File: src/soc_bus_pkg.sv
package soc_bus_pkg;

	typedef logic [31:0]  addr_t;
	typedef logic [31:0]  data_t;
	typedef logic [3:0]   strb_t;
	typedef logic [1:0]   resp_t;
	typedef logic [127:0] line_t;
	typedef logic [15:0]  mask_t;
	typedef logic [7:0]   line_addr_t;
	typedef logic [3:0]   led_t;

	// AXI response codes
	localparam resp_t RESP_OKAY   = 2'd0;
	localparam resp_t RESP_SLVERR = 2'd2;
	localparam resp_t RESP_DECERR = 2'd3;

	// address map
	localparam addr_t APB_ADDR_BASE = 32'h1fe0_0000;
	localparam addr_t APB_ADDR_END  = 32'h1fe0_ffff;
	localparam addr_t MEM_ADDR_BASE = 32'h0000_0000;
	localparam addr_t MEM_ADDR_END  = 32'h0000_0fff;   // 4 KB, 256 lines

	// offsets inside the APB window
	localparam addr_t LED_REG_OFS     = 32'h0000_0000;
	localparam addr_t SCRATCH_REG_OFS = 32'h0000_0004;

	typedef enum logic [1:0] {
		DEC_IDLE,
		DEC_BUSY,   // address phase, then waiting on the target
		DEC_RESP
	} dec_state_t;

	typedef enum logic [1:0] {
		APB_IDLE,
		APB_SETUP,
		APB_ACCESS
	} apb_state_t;

endpackage

File: src/axil_to_apb.sv
`timescale 1ns/10ps

module axil_to_apb (
	input  logic                clk,
	input  logic                rst,

	input  logic                apb_req,
	input  logic                req_we,
	input  soc_bus_pkg::addr_t  req_addr,
	input  soc_bus_pkg::data_t  req_wdata,
	input  soc_bus_pkg::strb_t  req_wstrb,
	output logic                apb_done,
	output soc_bus_pkg::data_t  apb_rdata,
	output logic                apb_err,

	output logic                psel,
	output logic                penable,
	output logic                pwrite,
	output soc_bus_pkg::addr_t  paddr,
	output soc_bus_pkg::data_t  pwdata,
	output soc_bus_pkg::strb_t  pstrb,
	input  soc_bus_pkg::data_t  prdata,
	input  logic                pslverr,
	input  logic                pready
);
	import soc_bus_pkg::*;

	apb_state_t state;
	logic       start;
	logic       complete;

	// select is still high in the done cycle, so skip it
	assign start    = (state == APB_IDLE) && apb_req && !apb_done;
	assign complete = (state == APB_ACCESS) && pready;

	always_ff @(posedge clk) begin
		if (rst) begin
			state    <= APB_IDLE;
			psel     <= 1'b0;
			penable  <= 1'b0;
			apb_done <= 1'b0;
		end else begin
			apb_done <= 1'b0;
			case (state)
			APB_IDLE: begin
				if (start) begin
					psel  <= 1'b1;
					state <= APB_SETUP;
				end
			end
			APB_SETUP: begin
				penable <= 1'b1;
				state   <= APB_ACCESS;
			end
			APB_ACCESS: begin
				if (pready) begin   // wait states allowed
					psel     <= 1'b0;
					penable  <= 1'b0;
					apb_done <= 1'b1;
					state    <= APB_IDLE;
				end
			end
			default: state <= APB_IDLE;
			endcase
		end
	end

	always_ff @(posedge clk) begin
		if (start) begin
			pwrite <= req_we;
			paddr  <= req_addr & (APB_ADDR_END - APB_ADDR_BASE);   // window offset
			pwdata <= req_wdata;
			pstrb  <= req_wstrb;
		end
		if (complete) begin
			apb_rdata <= prdata;
			apb_err   <= pslverr;
		end
	end

endmodule

File: config.mk
export PLATFORM = sky130hd
export DESIGN_NAME = axil_to_apb
export DESIGN_NICKNAME = d
export VERILOG_FILES = /design/src/soc_bus_pkg.sv /design/src/axil_to_apb.sv
export SDC_FILE = /design/constraint.sdc
export NUM_CORES = 1
export LEC_CHECK = 0
export CAP_MARGIN = 20
export CORE_MARGIN = 4
export CORE_UTILIZATION = 35
export CTS_BUF_LIST = sky130_fd_sc_hd__clkbuf_8
export DETAILED_ROUTE_END_ITERATION = 10
export DONT_BUFFER_PORTS = 1
export PLACE_DENSITY_LB_ADDON = 0.08
export SYNTH_ARGS = -nofsm -noshare
export SYNTH_HDL_FRONTEND = slang
export SYNTH_SLANG_ARGS = --single-unit
export TNS_END_PERCENT = 20
File: constraint.sdc
create_clock -name clk -period 2.2 [get_ports clk]
set_input_delay 0.44 -clock clk [delete_from_list [all_inputs] [get_ports clk]]
set_output_delay 0.44 -clock clk [all_outputs]
set_load 0.02 [all_outputs]
# Word level (Yosys, flattened, before mapping)
# Cells that the tools add are included.
# W data, S select, Z words.
dict set report classes {
  muxes 8
  n_reduce_logical 11
  n_bitwise 1
  n_eq_ne 4
}
# op count
set op_table {}
lappend op_table {{$pmux W2 S3} 1}
lappend op_table {{$mux W2} 2}
lappend op_table {{$ne A2 B2 Y1 const B} 2}
lappend op_table {{$pmux W1 S2} 2}
lappend op_table {{$reduce_and A2 Y1} 2}
lappend op_table {{$reduce_bool A2 Y1} 2}
lappend op_table {{$logic_and A1 B1 Y1} 3}
lappend op_table {{$mux W1} 3}
lappend op_table {{$reduce_and A3 Y1} 1}
lappend op_table {{$eq A2 B1 Y1 const B} 1}
lappend op_table {{$eq A2 B2 Y1 const B} 1}
lappend op_table {{$logic_not A2 Y1} 1}
lappend op_table {{$reduce_or A2 Y1} 1}
lappend op_table {{$logic_not A1 Y1} 1}
lappend op_table {{$not A1 Y1} 1}
dict set report word_totals {
  ff_bits 91
  out_inout_bits 105
  inputBits 106
}

# Logic depth before layout (Yosys ltp)
# Gate-level depths: netlist of run 1.
dict set report depth {
  word_depth 5
  ltp_mapped 2
  ltp_nobuf 2
}

# Least setup slack after synthesis of run 1
# Ideal clock, no wire load.
dict set report synth_timing {
  path_type {input to register}
  from {input port apb_req}
  to {register paddr[0], enable pin}
  setup_ns 0.407
  t_arrival_ns 1.960
  n_path_buf 0
  cell_stages 2
  slack_ns -0.168
  required_ns 1.793
  cell_sequence {or4b_4 -> inv_1}
}
dict set report synth_between {
  elab_chain_cells 2
}
# element line_no
set synth_rtl {}
lappend synth_rtl {{start, declared} axil_to_apb.sv:7} ;# input logic apb_req,
lappend synth_rtl {{$logic_and A1 B1 Y1 (2 in series)} axil_to_apb.sv:33} ;# assign start = (state == APB_IDLE) && apb_req && !apb_done;
lappend synth_rtl {{via start} axil_to_apb.sv:29} ;# logic start;
lappend synth_rtl {{end signal, assigned} axil_to_apb.sv:71} ;# paddr <= req_addr & (APB_ADDR_END - APB_ADDR_BASE);
lappend synth_rtl {{end, declared} axil_to_apb.sv:19} ;# output soc_bus_pkg::addr_t paddr,
# The timed path passes the listed nets, and every way through them passes these cells.
# A chain may end at the register's enable or synchronous reset.

# Worst setup path after layout of run 1
dict set report layout_timing {
  from {register apb_done}
  to {register paddr[15], enable pin}
}
dict set report layout_between {
  elab_chain_cells 2
}
# element line_no
set layout_rtl {}
lappend layout_rtl {{start, declared} axil_to_apb.sv:12} ;# output logic apb_done,
lappend layout_rtl {{start signal, assigned} axil_to_apb.sv:41} ;# apb_done <= 1'b0;
lappend layout_rtl {{start signal, assigned} axil_to_apb.sv:43} ;# apb_done <= 1'b0;
lappend layout_rtl {{start signal, assigned} axil_to_apb.sv:59} ;# apb_done <= 1'b1;
lappend layout_rtl {{$logic_not A1 Y1} axil_to_apb.sv:33}
lappend layout_rtl {{$logic_and A1 B1 Y1} axil_to_apb.sv:33}
lappend layout_rtl {{via start} axil_to_apb.sv:29}
# The timed path passes the listed nets, and every way through them passes these cells.

==> results of run 1 <==
==> through the flow <==
stage | setup slack (ns) | std cells
2_1_floorplan | 0.325 | 135
3_3_place_gp | 0.573 | 223
3_5_place_dp | 0.554 | 223
4_1_cts | 0.540 | 239
5_1_grt | 0.478 | 239
6_report | 0.551 | 239
==> registers in the layout, summed over array words and instances (netlist names) <==
signal,cells
pwrite,1
penable,1
psel,1
pstrb,4
pwdata,32
apb_done,1
state,2
apb_err,1
paddr,16
apb_rdata,32
==> critical path, cell delays in order, from the launching register on <==
cell and delay (ns):
dfxtp_1 0.39, or4b_4 0.54, clkinvlp_4 0.11, buf_12 0.25
==> layout by cell type, fill, tap and decap left out, types with 2 or more instances in the layout <==
cell type  count
inv_6          3
conb_1        16
clkinv_2       2
clkbuf_8       9
edfxtp_1      86
dfxtp_1        5
==> worst min-delay path by stage <==
| stage | from | end | slack [ns] | cells past startpoint |
|---|---|---|---|---|
| floorplan | rst | state[1]$_SDFFE_PP0P_ | 0.51 | 1 |
| global placement | rst | state[1]$_SDFFE_PP0P_ | 0.51 | 1 |
| detailed placement | rst | apb_done$_SDFF_PP0_ | 0.51 | 1 |
| CTS | rst | state[1]$_SDFFE_PP0P_ | 0.12 | 1 |
| global route | rst | state[0]$_SDFFE_PP0P_ | 0.12 | 1 |
| finish | rst | apb_done$_SDFF_PP0_ | 0.16 | 1 |
==> layout make-up <==
type                    instances  area, sq um  share of cell area [%]
well taps                     102          128                    4.00
multi-input cells              26          141                    4.43
inverters                       2         11.3                   0.353
flip-flops and latches         91         2680                    84.1
repair buffers                  2         27.5                   0.863
clock buffers                   9          124                    3.88
clock inverters                 7         75.1                    2.35
==> layer usage <==
layer | GRT usage, % | vias up | share of wire, %
li1 | - | 451 | -
met1 | 10.0 | 492 | 33
met2 | 16.5 | 120 | 48
met3 | 8.92 | 9 | 17
met4 | 6.30 | 2 | 1.6
met5 | 0 | - | 0.35
==> power groups by stage <==
stage	Combinational (mW)	Clock [mW]	Sequential, mW
3_3_place_gp	0.0842	0	2.19
5_1_grt	0.0961	1.23	2.16
3_5_place_dp	0.0871	0	2.19
6_report	0.0867	1.09	2.15
2_1_floorplan	0.0883	0	2.17
4_1_cts	0.0874	1.14	2.15
==> cell families (layout without fill, tap and decap cells) <==
family / count (synthesis) / after routing / synth area share [%]
buf+inv: 18 / 20 / 4.41
other cells: 1 / 16 / 0.130
simple gates: 7 / 7 / 1.94
compound gates: 3 / 3 / 0.864
flops: 91 / 91 / 92.7
==> reports/summary.log, run 1 <==
qor: timing.finClkSkew 0.00840 ns
qor: critical_path.ff2ff_setup_slack 0.55 ns
qor: logic_synthesis.yosysMostFrequentCell edfxtp_1
qor: logic_synthesis.synth-main-ff-cell edfxtp_1
qor: logic_synthesis.synth_commonest_cells 86 x edfxtp_1, 16 x buf_4, 5 x dfxtp_1, 2 x inv_1
qor: clocking.cts.repair.resized 0
qor: drt.route.detailed.drc 0
qor: cells_and_area.share_of_layout_cells_above_drive_strength_1 16.8%
qor: pwr.power.clock.fraction 32.8%
qor: pwr.p_sw 765 uW
qor: placed_design.dp_hpwl 4.21 mm
qor: cells_and_area.num_antenna_cells 0
qor: floorplanning.die_h 99.0 um
qor: grt.first_global_vias 1,180
qor: clocking.cts_buffer_depth 2
qor: clocking.cts_hold_repair.buffers 0
qor: clocking.clock_latency 0.34 ns
qor: clocking.ctsHtreeMaxLevel 3
qor: logic_synthesis.synth.ff_latch_count 91
qor: floorplanning.placementRows 32
qor: logic_synthesis.yosys.area.top_type edfxtp_1
qor: cells_and_area.finalInstanceArea 0.00319 sq mm
qor: clocking.clock_buffers_created_by_tritoncts 9
qor: clocking.clock_sinks 91
qor: pwr.power_density 1040 mW/mm^2
qor: cells_and_area.syn2layout_area_growth 10.2%
qor: logic_synthesis.synth-edff-count 86
qor: grt.antenna_violations_before_repair 1
qor: pwr.total_power 3.32 mW
qor: critical_path.crit_fanout 53
qor: drt.detail_route.first_pass.iterations 3
qor: logic_synthesis.yosysTopAreaCellShare 89.2%
qor: clocking.tritoncts yes
qor: placed_design.port_buffers 0
qor: logic_synthesis.yosysSeqAreaShare 92.7%
qor: floorplanning.start_util 36.7%
qor: timing.worst_hold_margin 0.156 ns
qor: placed_design.gp_congestion 0.694
qor: clocking.clkTransAtPathRegs 0.09 ns
qor: critical_path.timing.rr.start apb_done$_SDFF_PP0_
qor: timing.finalCritPeriodShare 74.9%
qor: worst_hold_path.min-delay-path-class in -> reg
qor: critical_path.worst_r2r_path_depth 3
qor: timing.min_period 1.65 ns
qor: floorplanning.pin_count 211
qor: pwr.peakVddDrop 0.390 mV
qor: critical_path.timing.critical_path.from_type flip-flop
qor: logic_synthesis.area_contributors_post_synth edfxtp_1 89%, buf_4 4.1%, dfxtp_1 3.5%
qor: clocking.post_cts.repair.setup_buffers 0
qor: timing.unrepaired_setup_endpoints_after_global_routing no
qor: timing.timing.final.setup_violations 0
qor: drt.post_drt_wl_per_cell 23.0 um
qor: floorplanning.die-area 0.00979 sq mm
qor: clocking.root_buffer clkbuf_8
qor: grt.grt_first_pass_wirelength 7.59 mm
qor: pwr.comb_power_share 2.6%
qor: timing.final-hold-violation-count 0
qor: pwr.p_int 2.56 mW
qor: floorplanning.dieWidth 99.0 um
qor: pwr.swShare 23.0%
qor: critical_path.worst_setup_path_endpoint paddr[15]$_DFFE_PP_
qor: logic_synthesis.async_flop_share 0%
qor: timing.finalSetupTns 0 ns
qor: timing.maximum_clock_rate 0.607 GHz
qor: drt.finalWirelength 5.50 mm
qor: run.drv_cap 0
qor: pwr.leakage 1.05 nW
qor: cells_and_area.final_nets 238
qor: grt.overflow 0
qor: logic_synthesis.post_synth_inst_count 120
qor: cells_and_area.finish.utilization 40.4%
qor: critical_path.critical_path.startpoint apb_done$_SDFF_PP0_
qor: logic_synthesis.cell_variety_after_synth 15
qor: logic_synthesis.syn_avg_cell_area 24.1 sq um
qor: drt.drt_iter0_markers 20
qor: floorplanning.core_region_area 0.00789 sq mm
qor: drt.routed_via_density 4.49
qor: critical_path.worstSetupPathType reg -> reg
qor: placed_design.dpl-instance-area 0.00299 sq mm
qor: logic_synthesis.yosysWarnings 0
qor: cells_and_area.fillerInstances 691
qor: drt.antenna_left 0
qor: critical_path.critical_path_arrival 1.67 ns
qor: logic_synthesis.post_synth_instance_area 0.00290 sq mm
qor: critical_path.critPathRequiredTime 2.22 ns
qor: run_status.run_status finished clean
qor: drt.via_count 1,074
qor: critical_path.terminus_of_the_critical_flop_to_flop_path paddr[15]$_DFFE_PP_
qor: critical_path.timing.critical_path.to_type flip-flop
qor: pwr.pwr-share-seq 64.6%
qor: grt.gr-usage-all-layers 10.9%
qor: grt.grt_max_degree 54
qor: timing.maxSlewViolCount 0
Note: power is estimated with default switching activity, not from simulation.
==> run 2, diff against run 1 <==
==> constraint.sdc (replaced) <==
create_clock -name clk -period 1.6 [get_ports clk]
set_input_delay 0.32 -clock clk [delete_from_list [all_inputs] [get_ports clk]]
set_output_delay 0.32 -clock clk [all_outputs]
set_load 0.02 [all_outputs]
==> reports/summary.log, run 2 (synthesized netlist as in run 1, its figures left out) <==
qor: floorplanning.start_util 36.7%
qor: pwr.leakage 1.07 nW
qor: drt.via_count 1,107
qor: pwr.power_density 1430 mW/mm^2
qor: cells_and_area.layout_top_registers apb_rdata x32, pwdata x32, paddr x16
qor: timing.unrepaired_setup_endpoints_after_global_routing no
qor: cells_and_area.num_antenna_cells 0
qor: clocking.clock_latency 0.35 ns
qor: worst_hold_path.min-delay-path-class in -> reg
qor: pwr.peakVddDrop 0.560 mV
qor: grt.gr-usage-all-layers 11.0%
qor: clocking.tritoncts yes
qor: floorplanning.core_region_area 0.00789 sq mm
qor: critical_path.crit_fanout 25
qor: clocking.cts_buffer_depth 2
qor: critical_path.timing.critical_path.to_type flip-flop
qor: drt.drt_iter0_markers 23
qor: drt.route.detailed.drc 0
qor: critical_path.critical_path_arrival 1.59 ns
qor: cells_and_area.share_of_layout_cells_above_drive_strength_1 17.1%
qor: clocking.cts_hold_repair.buffers 0
qor: timing.timing.final.setup_violations 0
qor: pwr.total_power 4.66 mW
qor: critical_path.critPathRequiredTime 1.65 ns
qor: drt.finalWirelength 5.49 mm
qor: clocking.ctsHtreeMaxLevel 3
qor: drt.routed_via_density 4.57
qor: run.drv_cap 0
qor: timing.finClkSkew 0.0111 ns
qor: clocking.root_buffer clkbuf_8
qor: timing.maximum_clock_rate 0.647 GHz
qor: grt.first_global_vias 1,200
qor: timing.finalSetupTns 0 ns
qor: timing.min_period 1.55 ns
qor: placed_design.port_buffers 0
qor: floorplanning.placementRows 32
qor: floorplanning.pin_count 211
qor: timing.maxSlewViolCount 0
qor: critical_path.worstSetupPathType reg -> reg
qor: floorplanning.dieWidth 99.0 um
qor: clocking.clkTransAtPathRegs 0.08 ns
qor: placed_design.dp_hpwl 4.27 mm
qor: drt.detail_route.first_pass.iterations 4
qor: clocking.post_cts.repair.setup_buffers 0
qor: timing.finalCritPeriodShare 96.6%
qor: run_status.run_status finished clean
qor: grt.grt_max_degree 37
qor: cells_and_area.syn2layout_area_growth 12.4%
qor: timing.worst_hold_margin 0.0332 ns
qor: timing.final-hold-violation-count 0
qor: grt.overflow 0
qor: grt.antenna_violations_before_repair 2
qor: clocking.clock_sinks 91
qor: cells_and_area.most_frequent_cells_in_the_layout 86 x edfxtp_1, 16 x conb_1, 9 x clkbuf_8, 4 x dfxtp_1
qor: floorplanning.die-area 0.00979 sq mm
qor: critical_path.timing.critical_path.from_type flip-flop
qor: clocking.clock_buffers_created_by_tritoncts 9
qor: floorplanning.die_h 99.0 um
qor: cells_and_area.commonest_non_fill_non_tap_cell_in_the_layout edfxtp_1
qor: cells_and_area.final_nets 242
qor: grt.grt_first_pass_wirelength 7.65 mm
qor: critical_path.critical_path.startpoint state[0]$_SDFFE_PP0P_
qor: critical_path.timing.rr.start state[0]$_SDFFE_PP0P_
qor: placed_design.gp_congestion 0.719
qor: drt.antenna_left 0
qor: worst_hold_path.hold_path.startpoint rst
qor: drt.post_drt_wl_per_cell 22.7 um
qor: clocking.cts.repair.resized 0
## run 2: final timing paths
kind,to,slack [ns],depth (start not counted)
worst min-delay path,penable$_SDFFE_PP0P_,0.03,1
worst max-delay path,pwdata[4]$_DFFE_PP_,0.05,3
worst max register to register,pwdata[4]$_DFFE_PP_,0.05,3
worst min register to register,penable$_SDFFE_PP0P_,0.56,2
## run 2: layer usage
metal / vias to the layer above / GRT usage (%) / share of wire [%]
met5: - / 0 / 0.53
met3: 14 / 10.4 / 17
met4: 4 / 5.36 / 2.1
met2: 129 / 16.4 / 48
met1: 506 / 9.95 / 32
li1: 454 / - / -
## run 2: final cells by class
type                       count  area, sq um
clock buffer                   9          124
clock inverter                 6         82.6
fill                         679         4630
inverter                       2         11.3
multi-input combinational     26          141
sequential                    91         2680
tap                          102          128
timing repair buffer           6         85.1
## run 2: per-stage QoR
| step | util (%) | setup slack (ns) | cell area, sq um | std cells |
|---|---|---|---|---|
| finish | 41.3 | 0.0543 | 3260 | 242 |
| global route | 41.3 | 0.00505 | 3260 | 242 |
| CTS | 41.1 | 0.0448 | 3250 | 241 |
| detailed placement | 38.5 | 0.0472 | 3040 | 226 |
| global placement | 38.5 | 0.0578 | 3040 | 226 |
| floorplan | - | -0.217 | 2960 | 135 |
## run 2: power breakdown
group | internal, mW | leakage, nW | switching (mW)
combinational | 0.0384 | 0.124 | 0.102
sequential | 2.76 | 0.847 | 0.190
clock | 0.859 | 0.100 | 0.708
## run 2: critical path: stages (launching register included)
cell        delay, ns
dfxtp_1          0.33
or4b_4           0.58
clkinvlp_4       0.16
buf_12           0.19
==> run 3, diff against run 2 <==
--- a/config.mk
+++ b/config.mk
@@ -8,7 +8,7 @@
 export CAP_MARGIN = 20
 export CORE_MARGIN = 4
 export CORE_UTILIZATION = 35
-export CTS_BUF_LIST = sky130_fd_sc_hd__clkbuf_8
+export CTS_BUF_LIST = sky130_fd_sc_hd__clkbuf_4
 export DETAILED_ROUTE_END_ITERATION = 10
 export DONT_BUFFER_PORTS = 1
 export PLACE_DENSITY_LB_ADDON = 0.08
==> reports/summary.log, run 3 (synthesized netlist as in run 1, its figures left out) <==
qor: run_status.run_status finished clean
qor: floorplanning.placementRows 32
qor: critical_path.worstSetupPathType reg -> reg
qor: cells_and_area.syn2layout_area_growth 40.4%
qor: grt.first_global_vias 1,586
qor: drt.post_drt_wl_per_cell 19.0 um
qor: drt.detail_route.first_pass.iterations 3
qor: drt.routed.top_layer met4
qor: grt.overflow 0
qor: grt.grt_first_pass_wirelength 8.65 mm
qor: drt.detail_route.wirelength.met1 2.13 mm
qor: worst_hold_path.min-delay-path-class in -> reg
qor: clocking.post_cts.repair.setup_buffers 0
qor: cells_and_area.layout_top_registers apb_rdata x32, pwdata x32, paddr x16
qor: floorplanning.dieWidth 99.0 um
qor: critical_path.critPathSlowestCell or4b_4
qor: timing.final-hold-violation-count 0
qor: grt.grt_max_degree 37
qor: clocking.ctsHtreeMaxLevel 3
qor: clocking.clock_latency 0.41 ns
qor: drt.finalWirelength 6.22 mm
qor: placed_design.pre_cts_ws 0.0472 ns
qor: timing.min_period 1.56 ns
qor: critical_path.critical_path_arrival 1.67 ns
qor: clocking.clock_sinks 91
qor: drt.wl_met3 949 um
qor: critical_path.ff2ff_setup_slack 0.04 ns
qor: pwr.leakage 1.41 nW
qor: drt.via_count 1,411
qor: clocking.clkTransAtPathRegs 0.12 ns
qor: cells_and_area.most_frequent_cells_in_the_layout 87 x dlygate4sd3_1, 86 x edfxtp_1, 16 x conb_1, 10 x clkbuf_4
qor: run.drv_cap 0
qor: placed_design.dpl-instance-area 0.00304 sq mm
qor: critical_path.critPathRequiredTime 1.71 ns
qor: critical_path.crit_fanout 25
qor: timing.maximum_clock_rate 0.643 GHz
qor: placed_design.port_buffers 0
qor: grt.antenna_violations_before_repair 0
qor: timing.final.setup.worst_slack 0.0439 ns
qor: floorplanning.start_util 36.7%
qor: clocking.tritoncts yes
qor: placed_design.dp_hpwl 4.27 mm
qor: timing.finalCritPeriodShare 97.3%
qor: floorplanning.die-area 0.00979 sq mm
qor: pwr.peakVddDrop 0.465 mV
qor: timing.maxSlewViolCount 0
qor: timing.finClkSkew 0.0157 ns
qor: pwr.power_density 1130 mW/mm^2
qor: cells_and_area.final_nets 328
qor: drt.antenna_left 0
qor: cells_and_area.finish.utilization 51.6%
qor: floorplanning.die_h 99.0 um
qor: drt.drt_iter0_markers 32
qor: placed_design.gp_congestion 0.719
qor: critical_path.critical_path.n_buffers_inverters 2
qor: critical_path.timing.critical_path.from_type flip-flop
qor: cells_and_area.finalInstanceArea 0.00407 sq mm
qor: cells_and_area.commonest_non_fill_non_tap_cell_in_the_layout dlygate4sd3_1
qor: grt.gr-usage-all-layers 12.1%
qor: cells_and_area.share_of_layout_cells_above_drive_strength_1 11.9%
qor: timing.finalSetupTns 0 ns
qor: critical_path.timing.critical_path.to_type flip-flop
qor: clocking.cts_buffer_depth 2
qor: clocking.clock_buffers_created_by_tritoncts 9
qor: clocking.root_buffer clkbuf_4
qor: floorplanning.core_region_area 0.00789 sq mm
qor: drt.route.detailed.drc 0
qor: critical_path.crit_path_max_incr_delay 0.57 ns
qor: critical_path.cp_top_family simple AND/OR/NAND/NOR gates
qor: timing.unrepaired_setup_endpoints_after_global_routing yes
qor: floorplanning.pin_count 211
qor: cells_and_area.fillerInstances 635
qor: timing.timing.final.setup_violations 0
qor: drt.met2WireLength 3.05 mm
qor: drt.routed_via_density 4.30
qor: cells_and_area.num_antenna_cells 0
qor: pwr.total_power 4.59 mW
qor: critical_path.cp_cell_sequence or4b_4, clkinvlp_4, buf_12
==> run 3: routing by layer <==
| layer | track usage (%) | vias to the layer above |
|---|---|---|
| li1 | - | 632 |
| met1 | 11.2 | 639 |
| met2 | 19.8 | 130 |
| met3 | 9.34 | 10 |
| met4 | 5.36 | 0 |
| met5 | 0 | - |
==> run 3: cell type report <==
| type | instances | area, sq um | share of cell area [%] |
|---|---|---|---|
| flip-flops and latches | 91 | 2690 | 66.1 |
| repair buffers | 92 | 946 | 23.3 |
| multi-input cells | 26 | 141 | 3.48 |
| well taps | 102 | 128 | 3.14 |
| clock inverters | 5 | 78.8 | 1.94 |
| clock buffers | 10 | 75.1 | 1.85 |
| inverters | 2 | 11.3 | 0.277 |
==> run 3: worst reg2reg max path: stages (launching register included) <==
cell,delay [ns]
dfxtp_2,0.35
or4b_4,0.57
clkinvlp_4,0.16
buf_12,0.19
==> run 3: power breakdown <==
group          total [mW]  internal [mW]  switching [mW]
combinational       0.315          0.178           0.137
clock                1.32          0.639           0.680
sequential           2.95           2.76           0.193
==> run 3: worst paths after layout <==
check	cells after the start	startpoint	end
setup / recovery	3	state[0]$_SDFFE_PP0P_	pwdata[4]$_DFFE_PP_
hold / removal	2	pready	state[1]$_SDFFE_PP0P_
setup reg to reg	3	state[0]$_SDFFE_PP0P_	pwdata[4]$_DFFE_PP_
hold reg to reg	2	state[0]$_SDFFE_PP0P_	state[1]$_SDFFE_PP0P_
==> run 3: through the flow <==
| stage | instances | hold WS (ns) |
|---|---|---|
| after global routing | 328 | 0.0205 |
| after CTS | 328 | 0.0337 |
| after floorplan | 135 | 0.384 |
| after global placement | 226 | 0.386 |
| after detailed placement | 226 | 0.390 |
| final | 328 | 0.0822 |
==> run 3: what timing repair did <==
action                                  in CTS  in global routing
hold endpoints to repair                    91                  0
hold buffers                                87                  0
gates resized for setup                      0                  2
endpoints found under the setup margin       0                  9
